==> config.mk <==
export PLATFORM = sky130hd
export DESIGN_NAME = rv_exec_top
export DESIGN_NICKNAME = d
export VERILOG_FILES = /design/src/source/rv_pkg.sv /design/src/source/rv_alu.sv /design/src/source/rv_branch_unit.sv /design/src/source/rv_commit.sv /design/src/source/rv_decoder.sv /design/src/source/rv_exec_top.sv
export SDC_FILE = /design/constraint.sdc
export NUM_CORES = 2
export LEC_CHECK = 0
export BUFFER_PORTS_ARGS = -buffer_cell sky130_fd_sc_hd__buf_2
export CORE_MARGIN = 3
export CORE_UTILIZATION = 55
export DETAILED_ROUTE_END_ITERATION = 12
export GPL_TIMING_DRIVEN = 0
export PLACE_DENSITY = 0.73
export SLEW_MARGIN = 15
export SYNTH_ARGS = -nofsm -noshare
export SYNTH_HDL_FRONTEND = slang
export SYNTH_SLANG_ARGS = --single-unit
==> constraint.sdc <==
create_clock -name clk -period 4.7 [get_ports clk]
set_input_delay 0.705 -clock clk [delete_from_list [all_inputs] [get_ports clk]]
set_output_delay 0.705 -clock clk [all_outputs]
set_load 0.02 [all_outputs]
==> src/source/rv_pkg.sv <==
package rv_pkg;

  // RV32I major opcodes
  localparam logic [6:0] OP       = 7'b0110011;
  localparam logic [6:0] OP_IMM   = 7'b0010011;
  localparam logic [6:0] LUI      = 7'b0110111;
  localparam logic [6:0] AUIPC    = 7'b0010111;
  localparam logic [6:0] JAL      = 7'b1101111;
  localparam logic [6:0] JALR     = 7'b1100111;
  localparam logic [6:0] BRANCH   = 7'b1100011;
  localparam logic [6:0] MISC_MEM = 7'b0001111;
  localparam logic [6:0] SYSTEM   = 7'b1110011;

  typedef struct packed {
    logic [6:0] funct7;
    logic [4:0] rs2;
    logic [4:0] rs1;
    logic [2:0] funct3;
    logic [4:0] rd;
    logic [6:0] opcode;
  } r_fmt_t;

  typedef struct packed {
    logic [11:0] imm_11_0;
    logic [4:0]  rs1;
    logic [2:0]  funct3;
    logic [4:0]  rd;
    logic [6:0]  opcode;
  } i_fmt_t;

  typedef struct packed {
    logic       imm_12;
    logic [5:0] imm_10_5;
    logic [4:0] rs2;
    logic [4:0] rs1;
    logic [2:0] funct3;
    logic [3:0] imm_4_1;
    logic       imm_11;
    logic [6:0] opcode;
  } b_fmt_t;

  typedef struct packed {
    logic [19:0] imm_31_12;
    logic [4:0]  rd;
    logic [6:0]  opcode;
  } u_fmt_t;

  typedef struct packed {
    logic       imm_20;
    logic [9:0] imm_10_1;
    logic       imm_11;
    logic [7:0] imm_19_12;
    logic [4:0] rd;
    logic [6:0] opcode;
  } j_fmt_t;

  typedef union packed {
    r_fmt_t r;
    i_fmt_t i;
    b_fmt_t b;
    u_fmt_t u;
    j_fmt_t j;
  } instr_u;

  typedef enum logic [3:0] {
    ALU_ADD, ALU_SUB, ALU_SLL, ALU_SLT, ALU_SLTU, ALU_XOR,
    ALU_SRL, ALU_SRA, ALU_OR, ALU_AND, ALU_PASS_B
  } alu_op_e;

  typedef enum logic [3:0] {
    BR_SEQ, BR_JAL, BR_JALR, BR_BEQ, BR_BNE, BR_BLT, BR_BGE, BR_BLTU, BR_BGEU
  } br_op_e;

  typedef struct packed {
    logic        valid;
    alu_op_e     alu_op;
    br_op_e      br_op;
    logic        writes_rd;
    logic [4:0]  rd;
    logic [31:0] op_a;
    logic [31:0] op_b;
    logic [31:0] rs1_val;
    logic [31:0] rs2_val;
    logic [31:0] imm;
    logic [31:0] pc;
    logic        illegal;
  } dec_t;

  typedef struct packed {
    logic        valid;
    logic        we;
    logic        illegal;
    logic [4:0]  rd;
    logic [31:0] data;
  } alu_res_t;

  typedef struct packed {
    logic        valid;
    logic        taken;
    logic        link_we;
    logic [31:0] next_pc;
    logic [31:0] link;
  } br_res_t;

endpackage

==> src/source/rv_alu.sv <==
`timescale 1ns/10ps

module rv_alu (
  input  logic             clk,
  input  logic             rst,
  input  rv_pkg::dec_t     dec,
  output rv_pkg::alu_res_t alu_res
);
  import rv_pkg::*;

  logic [31:0] result;
  logic [4:0]  shamt;

  assign shamt = dec.op_b[4:0];

  always_comb
  begin
    case (dec.alu_op)
      ALU_ADD:  result = dec.op_a + dec.op_b;
      ALU_SUB:  result = dec.op_a - dec.op_b;
      ALU_SLL:  result = dec.op_a << shamt;
      ALU_SLT:  result = {31'd0, $signed(dec.op_a) < $signed(dec.op_b)};
      ALU_SLTU: result = {31'd0, dec.op_a < dec.op_b};
      ALU_XOR:  result = dec.op_a ^ dec.op_b;
      ALU_SRL:  result = dec.op_a >> shamt;
      ALU_SRA:  result = $unsigned($signed(dec.op_a) >>> shamt);
      ALU_OR:   result = dec.op_a | dec.op_b;
      ALU_AND:  result = dec.op_a & dec.op_b;
      default:  result = dec.op_b;  // Pass B for LUI and links
    endcase
  end

  always_ff @(posedge clk)
  begin
    alu_res.valid   <= dec.valid;
    alu_res.we      <= dec.valid & dec.writes_rd & ~dec.illegal;
    alu_res.illegal <= dec.valid & dec.illegal;
    alu_res.rd      <= dec.rd;
    alu_res.data    <= result;
    if (rst)
    begin
      alu_res.valid   <= 1'b0;
      alu_res.we      <= 1'b0;
      alu_res.illegal <= 1'b0;
    end
  end

  // Result follows one cycle behind a single-cycle operation
  a_alu_lat: assert property (@(posedge clk) disable iff (rst)
    dec.valid |=> alu_res.valid && !dec.valid);

endmodule

==> src/source/rv_branch_unit.sv <==
`timescale 1ns/10ps

module rv_branch_unit (
  input  logic            clk,
  input  logic            rst,
  input  rv_pkg::dec_t    dec,
  output rv_pkg::br_res_t br_res
);
  import rv_pkg::*;

  logic        eq;
  logic        lt;
  logic        ltu;
  logic        taken;
  logic [31:0] seq_pc;
  logic [31:0] next_pc;

  assign eq     = dec.rs1_val == dec.rs2_val;
  assign lt     = $signed(dec.rs1_val) < $signed(dec.rs2_val);
  assign ltu    = dec.rs1_val < dec.rs2_val;
  assign seq_pc = dec.pc + 32'd4;  // Also the link value

  always_comb
  begin
    case (dec.br_op)
      BR_JAL:  taken = 1'b1;
      BR_JALR: taken = 1'b1;
      BR_BEQ:  taken = eq;
      BR_BNE:  taken = !eq;
      BR_BLT:  taken = lt;
      BR_BGE:  taken = !lt;
      BR_BLTU: taken = ltu;
      BR_BGEU: taken = !ltu;
      default: taken = 1'b0;
    endcase
    if (dec.br_op == BR_JALR)
      next_pc = (dec.rs1_val + dec.imm) & ~32'd1;
    else if (taken)
      next_pc = dec.pc + dec.imm;
    else
      next_pc = seq_pc;
  end

  always_ff @(posedge clk)
  begin
    br_res.valid   <= dec.valid;
    br_res.taken   <= dec.valid & taken;
    br_res.link_we <= dec.valid & (dec.br_op == BR_JAL || dec.br_op == BR_JALR);
    br_res.next_pc <= next_pc;
    br_res.link    <= seq_pc;
    if (rst)
    begin
      br_res.valid   <= 1'b0;
      br_res.taken   <= 1'b0;
      br_res.link_we <= 1'b0;
    end
  end

  // Targets stay word aligned
  a_pc_align: assert property (@(posedge clk) disable iff (rst)
    br_res.valid |-> br_res.next_pc[1:0] == 2'b00);

endmodule

==> src/source/rv_commit.sv <==
`timescale 1ns/10ps

module rv_commit #(
  parameter logic [31:0] RESET_PC = 32'h0000_0000
) (
  input  logic             clk,
  input  logic             rst,
  input  rv_pkg::alu_res_t alu_res,
  input  rv_pkg::br_res_t  br_res,
  input  logic [4:0]       rs1_addr,
  input  logic [4:0]       rs2_addr,
  output logic [31:0]      rs1_data,
  output logic [31:0]      rs2_data,
  output logic [31:0]      pc,
  output logic             retire,
  output logic             illegal,
  output logic             rd_we,
  output logic [4:0]       rd_addr,
  output logic [31:0]      rd_data
);

  logic [31:0] regs [1:31];  // x0 is not stored
  logic [31:0] wdata;
  logic        wen;

  assign rs1_data = (rs1_addr == 5'd0) ? 32'd0 : regs[rs1_addr];
  assign rs2_data = (rs2_addr == 5'd0) ? 32'd0 : regs[rs2_addr];

  // Link value wins for JAL and JALR
  assign wdata = br_res.link_we ? br_res.link : alu_res.data;
  assign wen   = alu_res.valid & alu_res.we & (alu_res.rd != 5'd0);

  always_ff @(posedge clk)
  begin
    if (rst)
    begin
      pc      <= RESET_PC;
      retire  <= 1'b0;
      illegal <= 1'b0;
      rd_we   <= 1'b0;
      for (int i = 1; i < 32; i++)
      begin
        regs[i] <= '0;
      end
    end
    else
    begin
      retire  <= alu_res.valid;
      illegal <= alu_res.valid & alu_res.illegal;
      rd_we   <= wen;
      if (br_res.valid)
        pc <= br_res.next_pc;
      if (wen)
        regs[alu_res.rd] <= wdata;
    end
  end

  always_ff @(posedge clk)
  begin
    rd_addr <= alu_res.rd;
    rd_data <= wdata;
  end

  // Both execute units advance in lockstep
  a_exec_sync: assert property (@(posedge clk) disable iff (rst) alu_res.valid == br_res.valid);

endmodule

==> src/source/rv_decoder.sv <==
`timescale 1ns/10ps

module rv_decoder #(
  parameter logic [31:0] RESET_PC = 32'h0000_0000
) (
  input  logic           clk,
  input  logic           rst,
  input  logic           instr_valid,
  input  rv_pkg::instr_u instr,
  input  logic [31:0]    pc,
  input  logic [31:0]    rs1_data,
  input  logic [31:0]    rs2_data,
  output logic [4:0]     rs1_addr,
  output logic [4:0]     rs2_addr,
  output rv_pkg::dec_t   dec
);
  import rv_pkg::*;

  logic        instr_vld_q;
  instr_u      instr_q;
  dec_t        dec_d;
  logic [2:0]  f3;
  logic [6:0]  f7;
  logic [31:0] imm_i;
  logic [31:0] imm_b;
  logic [31:0] imm_u;
  logic [31:0] imm_j;

  function automatic alu_op_e alu_sel(input logic [2:0] funct3, input logic alt);
    case (funct3)
      3'b000:  return alt ? ALU_SUB : ALU_ADD;
      3'b001:  return ALU_SLL;
      3'b010:  return ALU_SLT;
      3'b011:  return ALU_SLTU;
      3'b100:  return ALU_XOR;
      3'b101:  return alt ? ALU_SRA : ALU_SRL;
      3'b110:  return ALU_OR;
      default: return ALU_AND;
    endcase
  endfunction

  always_ff @(posedge clk)
  begin
    if (instr_valid)
    begin
      instr_q <= instr;
    end
    instr_vld_q <= instr_valid;
    if (rst)
    begin
      instr_vld_q <= 1'b0;
    end
  end

  assign rs1_addr = instr_q.r.rs1;  // Register file read happens in this cycle
  assign rs2_addr = instr_q.r.rs2;
  assign f3       = instr_q.r.funct3;
  assign f7       = instr_q.r.funct7;

  assign imm_i = {{20{instr_q.i.imm_11_0[11]}}, instr_q.i.imm_11_0};
  assign imm_b = {{19{instr_q.b.imm_12}}, instr_q.b.imm_12, instr_q.b.imm_11,
                  instr_q.b.imm_10_5, instr_q.b.imm_4_1, 1'b0};
  assign imm_u = {instr_q.u.imm_31_12, 12'd0};
  assign imm_j = {{11{instr_q.j.imm_20}}, instr_q.j.imm_20, instr_q.j.imm_19_12,
                  instr_q.j.imm_11, instr_q.j.imm_10_1, 1'b0};

  always_comb
  begin
    dec_d         = '0;
    dec_d.valid   = instr_vld_q;
    dec_d.alu_op  = ALU_ADD;
    dec_d.br_op   = BR_SEQ;
    dec_d.rd      = instr_q.r.rd;
    dec_d.op_a    = rs1_data;
    dec_d.op_b    = rs2_data;
    dec_d.rs1_val = rs1_data;
    dec_d.rs2_val = rs2_data;
    dec_d.imm     = imm_i;
    dec_d.pc      = pc;
    case (instr_q.r.opcode)
      OP:
      begin
        dec_d.writes_rd = 1'b1;
        dec_d.alu_op    = alu_sel(f3, f7[5]);
        dec_d.illegal   = !(f7 == 7'h00 || (f7 == 7'h20 && (f3 == 3'b000 || f3 == 3'b101)));
      end
      OP_IMM:
      begin
        dec_d.writes_rd = 1'b1;
        dec_d.op_b      = imm_i;
        dec_d.alu_op    = alu_sel(f3, f3 == 3'b101 && f7[5]);  // ADDI has no SUB form
        if (f3 == 3'b001)
          dec_d.illegal = f7 != 7'h00;
        else if (f3 == 3'b101)
          dec_d.illegal = f7 != 7'h00 && f7 != 7'h20;
      end
      LUI:
      begin
        dec_d.writes_rd = 1'b1;
        dec_d.alu_op    = ALU_PASS_B;
        dec_d.op_a      = '0;
        dec_d.op_b      = imm_u;
        dec_d.imm       = imm_u;
      end
      AUIPC:
      begin
        dec_d.writes_rd = 1'b1;
        dec_d.op_a      = pc;
        dec_d.op_b      = imm_u;
        dec_d.imm       = imm_u;
      end
      JAL:
      begin
        dec_d.writes_rd = 1'b1;  // Link data comes from the branch unit
        dec_d.alu_op    = ALU_PASS_B;
        dec_d.br_op     = BR_JAL;
        dec_d.op_b      = imm_j;
        dec_d.imm       = imm_j;
      end
      JALR:
      begin
        dec_d.writes_rd = 1'b1;
        dec_d.alu_op    = ALU_PASS_B;
        dec_d.br_op     = BR_JALR;
        dec_d.op_b      = imm_i;
        dec_d.illegal   = f3 != 3'b000;
      end
      BRANCH:
      begin
        dec_d.imm = imm_b;
        case (f3)
          3'b000:  dec_d.br_op = BR_BEQ;
          3'b001:  dec_d.br_op = BR_BNE;
          3'b100:  dec_d.br_op = BR_BLT;
          3'b101:  dec_d.br_op = BR_BGE;
          3'b110:  dec_d.br_op = BR_BLTU;
          3'b111:  dec_d.br_op = BR_BGEU;
          default: dec_d.illegal = 1'b1;
        endcase
      end
      MISC_MEM: dec_d.illegal = f3 != 3'b000;  // Plain FENCE only
      SYSTEM:   dec_d.illegal = f3 != 3'b000 || instr_q.i.imm_11_0[11:1] != '0;
      default:  dec_d.illegal = 1'b1;
    endcase
    if (dec_d.illegal)
    begin
      dec_d.writes_rd = 1'b0;
      dec_d.br_op     = BR_SEQ;
    end
  end

  always_ff @(posedge clk)
  begin
    dec <= dec_d;
    if (rst)
    begin
      dec.valid <= 1'b0;
      dec.pc    <= RESET_PC;
    end
  end

  // Issuer keeps one instruction in flight
  a_single_issue: assert property (@(posedge clk) disable iff (rst) dec.valid |-> !instr_valid);

endmodule

==> src/source/rv_exec_top.sv <==
`timescale 1ns/10ps

module rv_exec_top #(
  parameter logic [31:0] RESET_PC = 32'h0000_0000
) (
  input  logic           clk,
  input  logic           rst,
  input  logic           instr_valid,
  input  rv_pkg::instr_u instr,
  output logic           retire,
  output logic           illegal,
  output logic           rd_we,
  output logic [4:0]     rd_addr,
  output logic [31:0]    rd_data,
  output logic [31:0]    pc
);
  import rv_pkg::*;

  dec_t        dec;
  alu_res_t    alu_res;
  br_res_t     br_res;
  logic [4:0]  rs1_addr;
  logic [4:0]  rs2_addr;
  logic [31:0] rs1_data;
  logic [31:0] rs2_data;

  rv_decoder #(.RESET_PC(RESET_PC)) rv_decoder_inst (
    .clk         (clk),
    .rst         (rst),
    .instr_valid (instr_valid),
    .instr       (instr),
    .pc          (pc),
    .rs1_data    (rs1_data),
    .rs2_data    (rs2_data),
    .rs1_addr    (rs1_addr),
    .rs2_addr    (rs2_addr),
    .dec         (dec)
  );

  rv_alu rv_alu_inst (
    .clk     (clk),
    .rst     (rst),
    .dec     (dec),
    .alu_res (alu_res)
  );

  rv_branch_unit rv_branch_unit_inst (
    .clk    (clk),
    .rst    (rst),
    .dec    (dec),
    .br_res (br_res)
  );

  rv_commit #(.RESET_PC(RESET_PC)) rv_commit_inst (
    .clk      (clk),
    .rst      (rst),
    .alu_res  (alu_res),
    .br_res   (br_res),
    .rs1_addr (rs1_addr),
    .rs2_addr (rs2_addr),
    .rs1_data (rs1_data),
    .rs2_data (rs2_data),
    .pc       (pc),
    .retire   (retire),
    .illegal  (illegal),
    .rd_we    (rd_we),
    .rd_addr  (rd_addr),
    .rd_data  (rd_data)
  );

endmodule

; ---- After elaboration in Yosys (flattened, before gate mapping)
; Memories as Yosys holds them, arrays and structs flattened. A register that Yosys moved wholly into a read port is not among the register bits.
; Cells that the tools add are included.
[classes]
eq_ne = 36
n_bitwise = 11
shift = 3
n_mux = 34
reduce_logical = 29
n_lt_le_gt_ge = 4
addsub = 5
[op_table]
columns = op, count
row1 = 32-bit one-hot mux with 10 select lines, 1
row2 = 32-bit two-way mux, 6
row3 = 32-bit less-than comparator, 4
row4 = 32-bit adder, 3
row5 = 32-bit one-hot mux with 3 select lines, 1
row6 = 31-bit one-hot mux with 3 select lines, 1
row7 = 32-bit one-hot mux with 2 select lines, 1
row8 = 4-bit one-hot mux with 7 select lines, 2
row9 = 32-bit by 3-bit adder with 32-bit output (second input constant), 1
row10 = 32-bit bitwise AND, 1
row11 = 32-bit equality test, 1
row12 = 4-bit by 3-bit equality test with 1-bit output (second input constant), 8
row13 = 32-bit OR, 1
row14 = 32-bit OR reduction, 1
row15 = 32-bit by 5-bit << shifter with 32-bit output, 1
row16 = 32-bit by 5-bit right shift with 32-bit output, 1
row17 = 32-bit by 5-bit >>> shifter with 32-bit output, 1
row18 = 32-bit subtractor, 1
row19 = 32-bit XOR, 1
row20 = 7-bit equality test (second input constant), 4
row21 = 4-bit one-hot mux with 3 select lines, 2
row22 = 4-bit one-hot mux with 6 select lines, 1
row23 = 7-bit by 6-bit equality test with 1-bit output (second input constant), 3
row24 = 4-bit by 2-bit equality test with 1-bit output (second input constant), 4
row25 = other kinds (28), 71
[word_totals]
n_memories = 1
elab_cells = 152
out_inout_bits = 72
ram_bits = 992
reg_bits = 418
input_bits = 35
[memory_table]
columns = name, words, width, rd, rd_ports_with_merged_regs, wr, line_no
row1 = rv_commit_inst.regs, 31, 32, 2, 2, 31, rv_commit.sv:22  ; logic [31:0] regs [1:31];

; ---- Logic depth before layout (Yosys ltp)
[logic_depth]
depth_word = 7
depth_mapped = 16
depth_no_buf = 14

; ---- Modules after synthesis
; From an unflattened synthesis, not the netlist that was laid out.
[hier_totals]
cells_unflattened = 6537
area_unflattened_um2 = 77150.2
[by_module_without_submodules]
columns = mod, area_per_inst_um2, seq_area_each_um2, cells_each, n_inst
row1 = rv_commit, 54177.0, 32190.9, 3829, 1
row2 = rv_alu, 9287.7, 800.8, 1321, 1
row3 = rv_decoder, 7224.4, 5144.9, 595, 1
row4 = rv_branch_unit, 6461.2, 1341.3, 792, 1

; ---- Least setup slack after synthesis
; No wires, ideal clock.
[synth_path]
path_kind = flip-flop to flip-flop
start = register, netlist name rv_decoder_inst.dec[131]
end = register, netlist name rv_alu_inst.alu_res[29]
setup_time_ns = 0.143
arrival_ns = 3.694
required_ns = 4.557
period_less_slack_ns = 3.837
stages_incl_launch_ff = 16
setup_slack_ns = 0.863
path_buffers = 3
cell_sequence = dfxtp_1 inv_1 buf_1 clkbuf_1 buf_2 ha_1 nor4_1 o31a_2 and4_1 o211ai_2 o31ai_4 a41oi_1 o211a_1 o31a_1 o21ai_1 a22oi_1
[synth_between]
elab_chain_len = 2
word_cells_on_any_way = 6
classes_between = add/sub (2) / shift (3) / mux (1)
[synth_rtl]
columns = element, line_no
row1 = "32-bit subtractor, or another cell as far along", rv_alu.sv:20  ; ALU_SUB: result = dec.op_a - dec.op_b;
row2 = 32-bit one-hot mux with 10 select lines *, rv_alu.sv:18  ; case (dec.alu_op)
row3 = via rv_alu_inst.result[29], rv_alu.sv:11  ; logic [31:0] result;
; Mark *: on every way through the listed nets, which the timed path passes. The rest lies on a longest branch.
; A chain may end at the register's enable or synchronous reset.

==> metrics.md <==
| Metric | Value |
|---|---|
| EDFF count, synth | 1056 |
| Final worst path period share | 106% |
| H-tree depth | 4 |
| Critical Path RT | 5.40 ns |
| Clock sink count | 1452 |
| LEAKAGE | 32.9 nW |
| Vias | 59719 |
| Commonest cells in the netlist | nor2_1, edfxtp_1, mux4_2 |
| Vias per cell | 7.01 |
| Synth Flop Type | edfxtp_1 |
| Fin. Hold Viols | 0 |
| Buffers on Ports | 105 |
| Unrepaired setup endpoints after global routing | false |
| Worst path max stage delay | 0.93 ns |
| CP max-delay cell | a21oi_1 |
| Min Clock Period, post-route | 4.97 ns |
| First-pass iteration count of the detailed router | 9 |
| Pin count of the biggest net entering global routing | 35 |
| Height of the chip | 380 um |
| Core area | 0.138 mm2 |
| Clk root buf | clkbuf_16 |
| Mapped Area | 0.0770 mm2 |
| Most common cell in the netlist | nor2_1 |
| Placed cell count | 8214 |
| CP cell instances | buf_1 -> clkbuf_1 -> clkdlybuf4s15_1 -> mux4_2 -> mux4_2 -> nand2_1 -> a21oi_1 -> a21o_1 |
| Yosys top cell area share | 41.2% |
| Initial antenna violation count | 29 |
| Initial core utilization | 55.7% |
| Fmax achieved | 201 MHz |
| Crit Path Max Fanout | 10 |
| Mean post-synth cell area | 12.5 um2 |
| Crit path buffers/inverters | 3 |
| Fin. max-slew vios | 0 |
| Vias in the first global route | 58242 |
| Synth warn | 0 |
| Register bit total from synthesis | 1452 |
| Power per cell area | 483 mW/mm2 |
| Footprint of the multi-input gates | 0.0348 mm2 |
| Share of cells above drive strength 1 | 19.9% |
| Relative slew slack | 10.2% |
| CTS tree | yes |
| CTS Buf Count | 151 |
| Hold WC Path Type | input port to register |
| Clock transition at path regs | 0.06 ns |
| Max Root-Sink Buffers | 3 |
| Die area | 0.145 mm2 |
| DR DRC count | 0 |
| Cell Rows | 136 |
| CP endpoint kind | register |
| Die width | 380 um |
| Final setup violating endpoints | 24 |
| Mapped Cells | 6164 |
| Global-route wire length before repair | 444000 um |
| Critical path class | register to register |
| Worst-Margin Slew | 1.35 ns |
| Non-Filler Instances | 8522 |
| Final setup TNS | -2.65 ns |
| Failing checks | negative setup slack |
| Post-route ant nets | 0 |
| WL final | 324000 um |
| Total global routing overflow | 0 |
| Crit path DAT | 5.67 ns |
| DRT iter0 DRCs | 9891 |
| Crit path max-delay family | buffers and inverters |
| Final HPWL DP | 241000 um |
| GPL Wtd Cong | 1.07 |
| Area Growth Syn to Fin | 12.3% |
| Synth area leaders | edfxtp_1, mux4_2, dfxtp_1, nor2_1, ha_1 |
| Peak supply drop | 436 uV |
| Setup ws final | -0.269 ns |
| Post-synth top area cell | edfxtp_1 |
| Clk_skew | 0.0665 ns |
| Post-synthesis sequential area ratio | 51.5% |
| Max-cap viol count | 0 |
| Top Ports | 107 |
| Final nets | 6740 |
| Fillers | 10749 |
| Synth cell types | 90 |
| Storage cell area | 0.0396 mm2 |
| Crit-path most repeated cell | mux4_2 |
| Worst-Skew Late Latency | 0.83 ns |
| Drt wl/cell | 38.0 um |
| Ys async rst share | 0% |
| Outcome | finished, violations left |
| Total Routing Usage GR | 44.4% |
| Worst setup SP type | register |
[routing by layer]
layer	routed length [um]	share of wire, %	track usage, %	up-vias
met3	41300	13	15.1	1471
met5	754	0.23	4.20	-
met1	102000	31	50.2	29475
met4	35700	11	37.3	22
met2	144000	45	67.6	5106
li1	-	-	-	23645
[flip-flops by register name (all words and copies together), names as in the netlist, named ones only]
register	flops
rv_alu_inst.alu_res	39
rv_commit_inst.regs	1024
rv_decoder_inst.dec	208
rv_commit_inst.illegal	1
rv_commit_inst.retire	1
rv_commit_inst.rd_data	32
rv_branch_unit_inst.br_res	66
rv_decoder_inst.instr_q	32
rv_decoder_inst.instr_vld_q	1
rv_commit_inst.rd_addr	5
rv_commit_inst.pc	32
rv_commit_inst.rd_we	1
[worst paths after layout]
check	startpoint	endpoint	slack, ns	cells after the start
hold / removal	instr[8]	rv_decoder_inst.instr_q[8]	0.09	1
setup reg to reg	register	rv_decoder_inst.dec[188]	-0.27	8
hold reg to reg	rv_decoder_inst.dec[196]	rv_alu_inst.alu_res[35]	0.33	0
setup / recovery	register	rv_decoder_inst.dec[188]	-0.27	8
[cell families after synthesis]
kind of cell	Yosys count	synth area share [%]
adders and majority gates	198	3.25
AOI/OAI and AO/OA	840	6.92
buffers and inverters	730	3.88
other	1	0.00487
xor gates and xnor gates	115	1.31
muxes	875	22.4
and+or+nand+nor	1953	10.8
DFF	1452	51.5
[repair_timing]
action,4_1_cts,5_1_grt
hold buffers,0,0
pin swaps,0,0
hold endpoints to repair,0,0
setup buffers,2,4
resized for setup,8,21
setup endpoints to repair,25,25
[placed cells by master, fill, tap and decap left out, types with 20 or more instances in the layout]
cell and instances:
a211oi_1 25, a21o_1 89, a21oi_1 297, buf_1 39
buf_2 180, buf_4 44, buf_6 20, clkbuf_1 395
clkbuf_16 157, clkbuf_2 21, clkbuf_8 23, clkinv_2 24
conb_1 32, dfxtp_1 395, diode_2 24, edfxtp_1 1056
ha_1 194, inv_1 183, mux2i_1 151, mux2i_2 29
mux4_2 676, nand2_1 268, nand2b_1 57, nand2b_2 29
nand3_1 54, nand4_1 25, nor2_1 1295, nor2b_1 50
nor3_1 32, nor3b_1 38, o211ai_1 23, o21ai_0 168
or3_1 20, xnor2_1 77, xor2_1 38
[cell type report]
cell class,count,area share [%]
plain buffers,539,2.68
clock buffers,214,5.06
well taps,1863,2.69
repair buffers,163,1.77
flip-flops and latches,1452,45.8
multi-input cells,4013,40.2
clock inverters,67,0.927
inverters,187,0.821
diodes,24,0.0694
[power breakdown]
group / switching, mW / internal [mW]
registers: 1.07 / 14.8
logic: 9.26 / 4.18
clock network: 5.45 / 7.03
[metrics by stage]
stage	utilization [%]	worst slack [ns]	hold slack, ns	power (mW)	area [um2]
6_report	62.5	-0.269	0.0928	41.8	86500
3_5_place_dp	58.7	-0.990	0.313	28.7	81200
5_1_grt	62.5	0.00655	0.0760	42.5	86500
3_3_place_gp	57.8	-1.56	0.313	28.3	80000
4_1_cts	62.4	0.00651	0.0720	40.9	86400
2_1_floorplan	-	0.863	0.310	22.8	77200
Power figures use the tool's default switching activity.
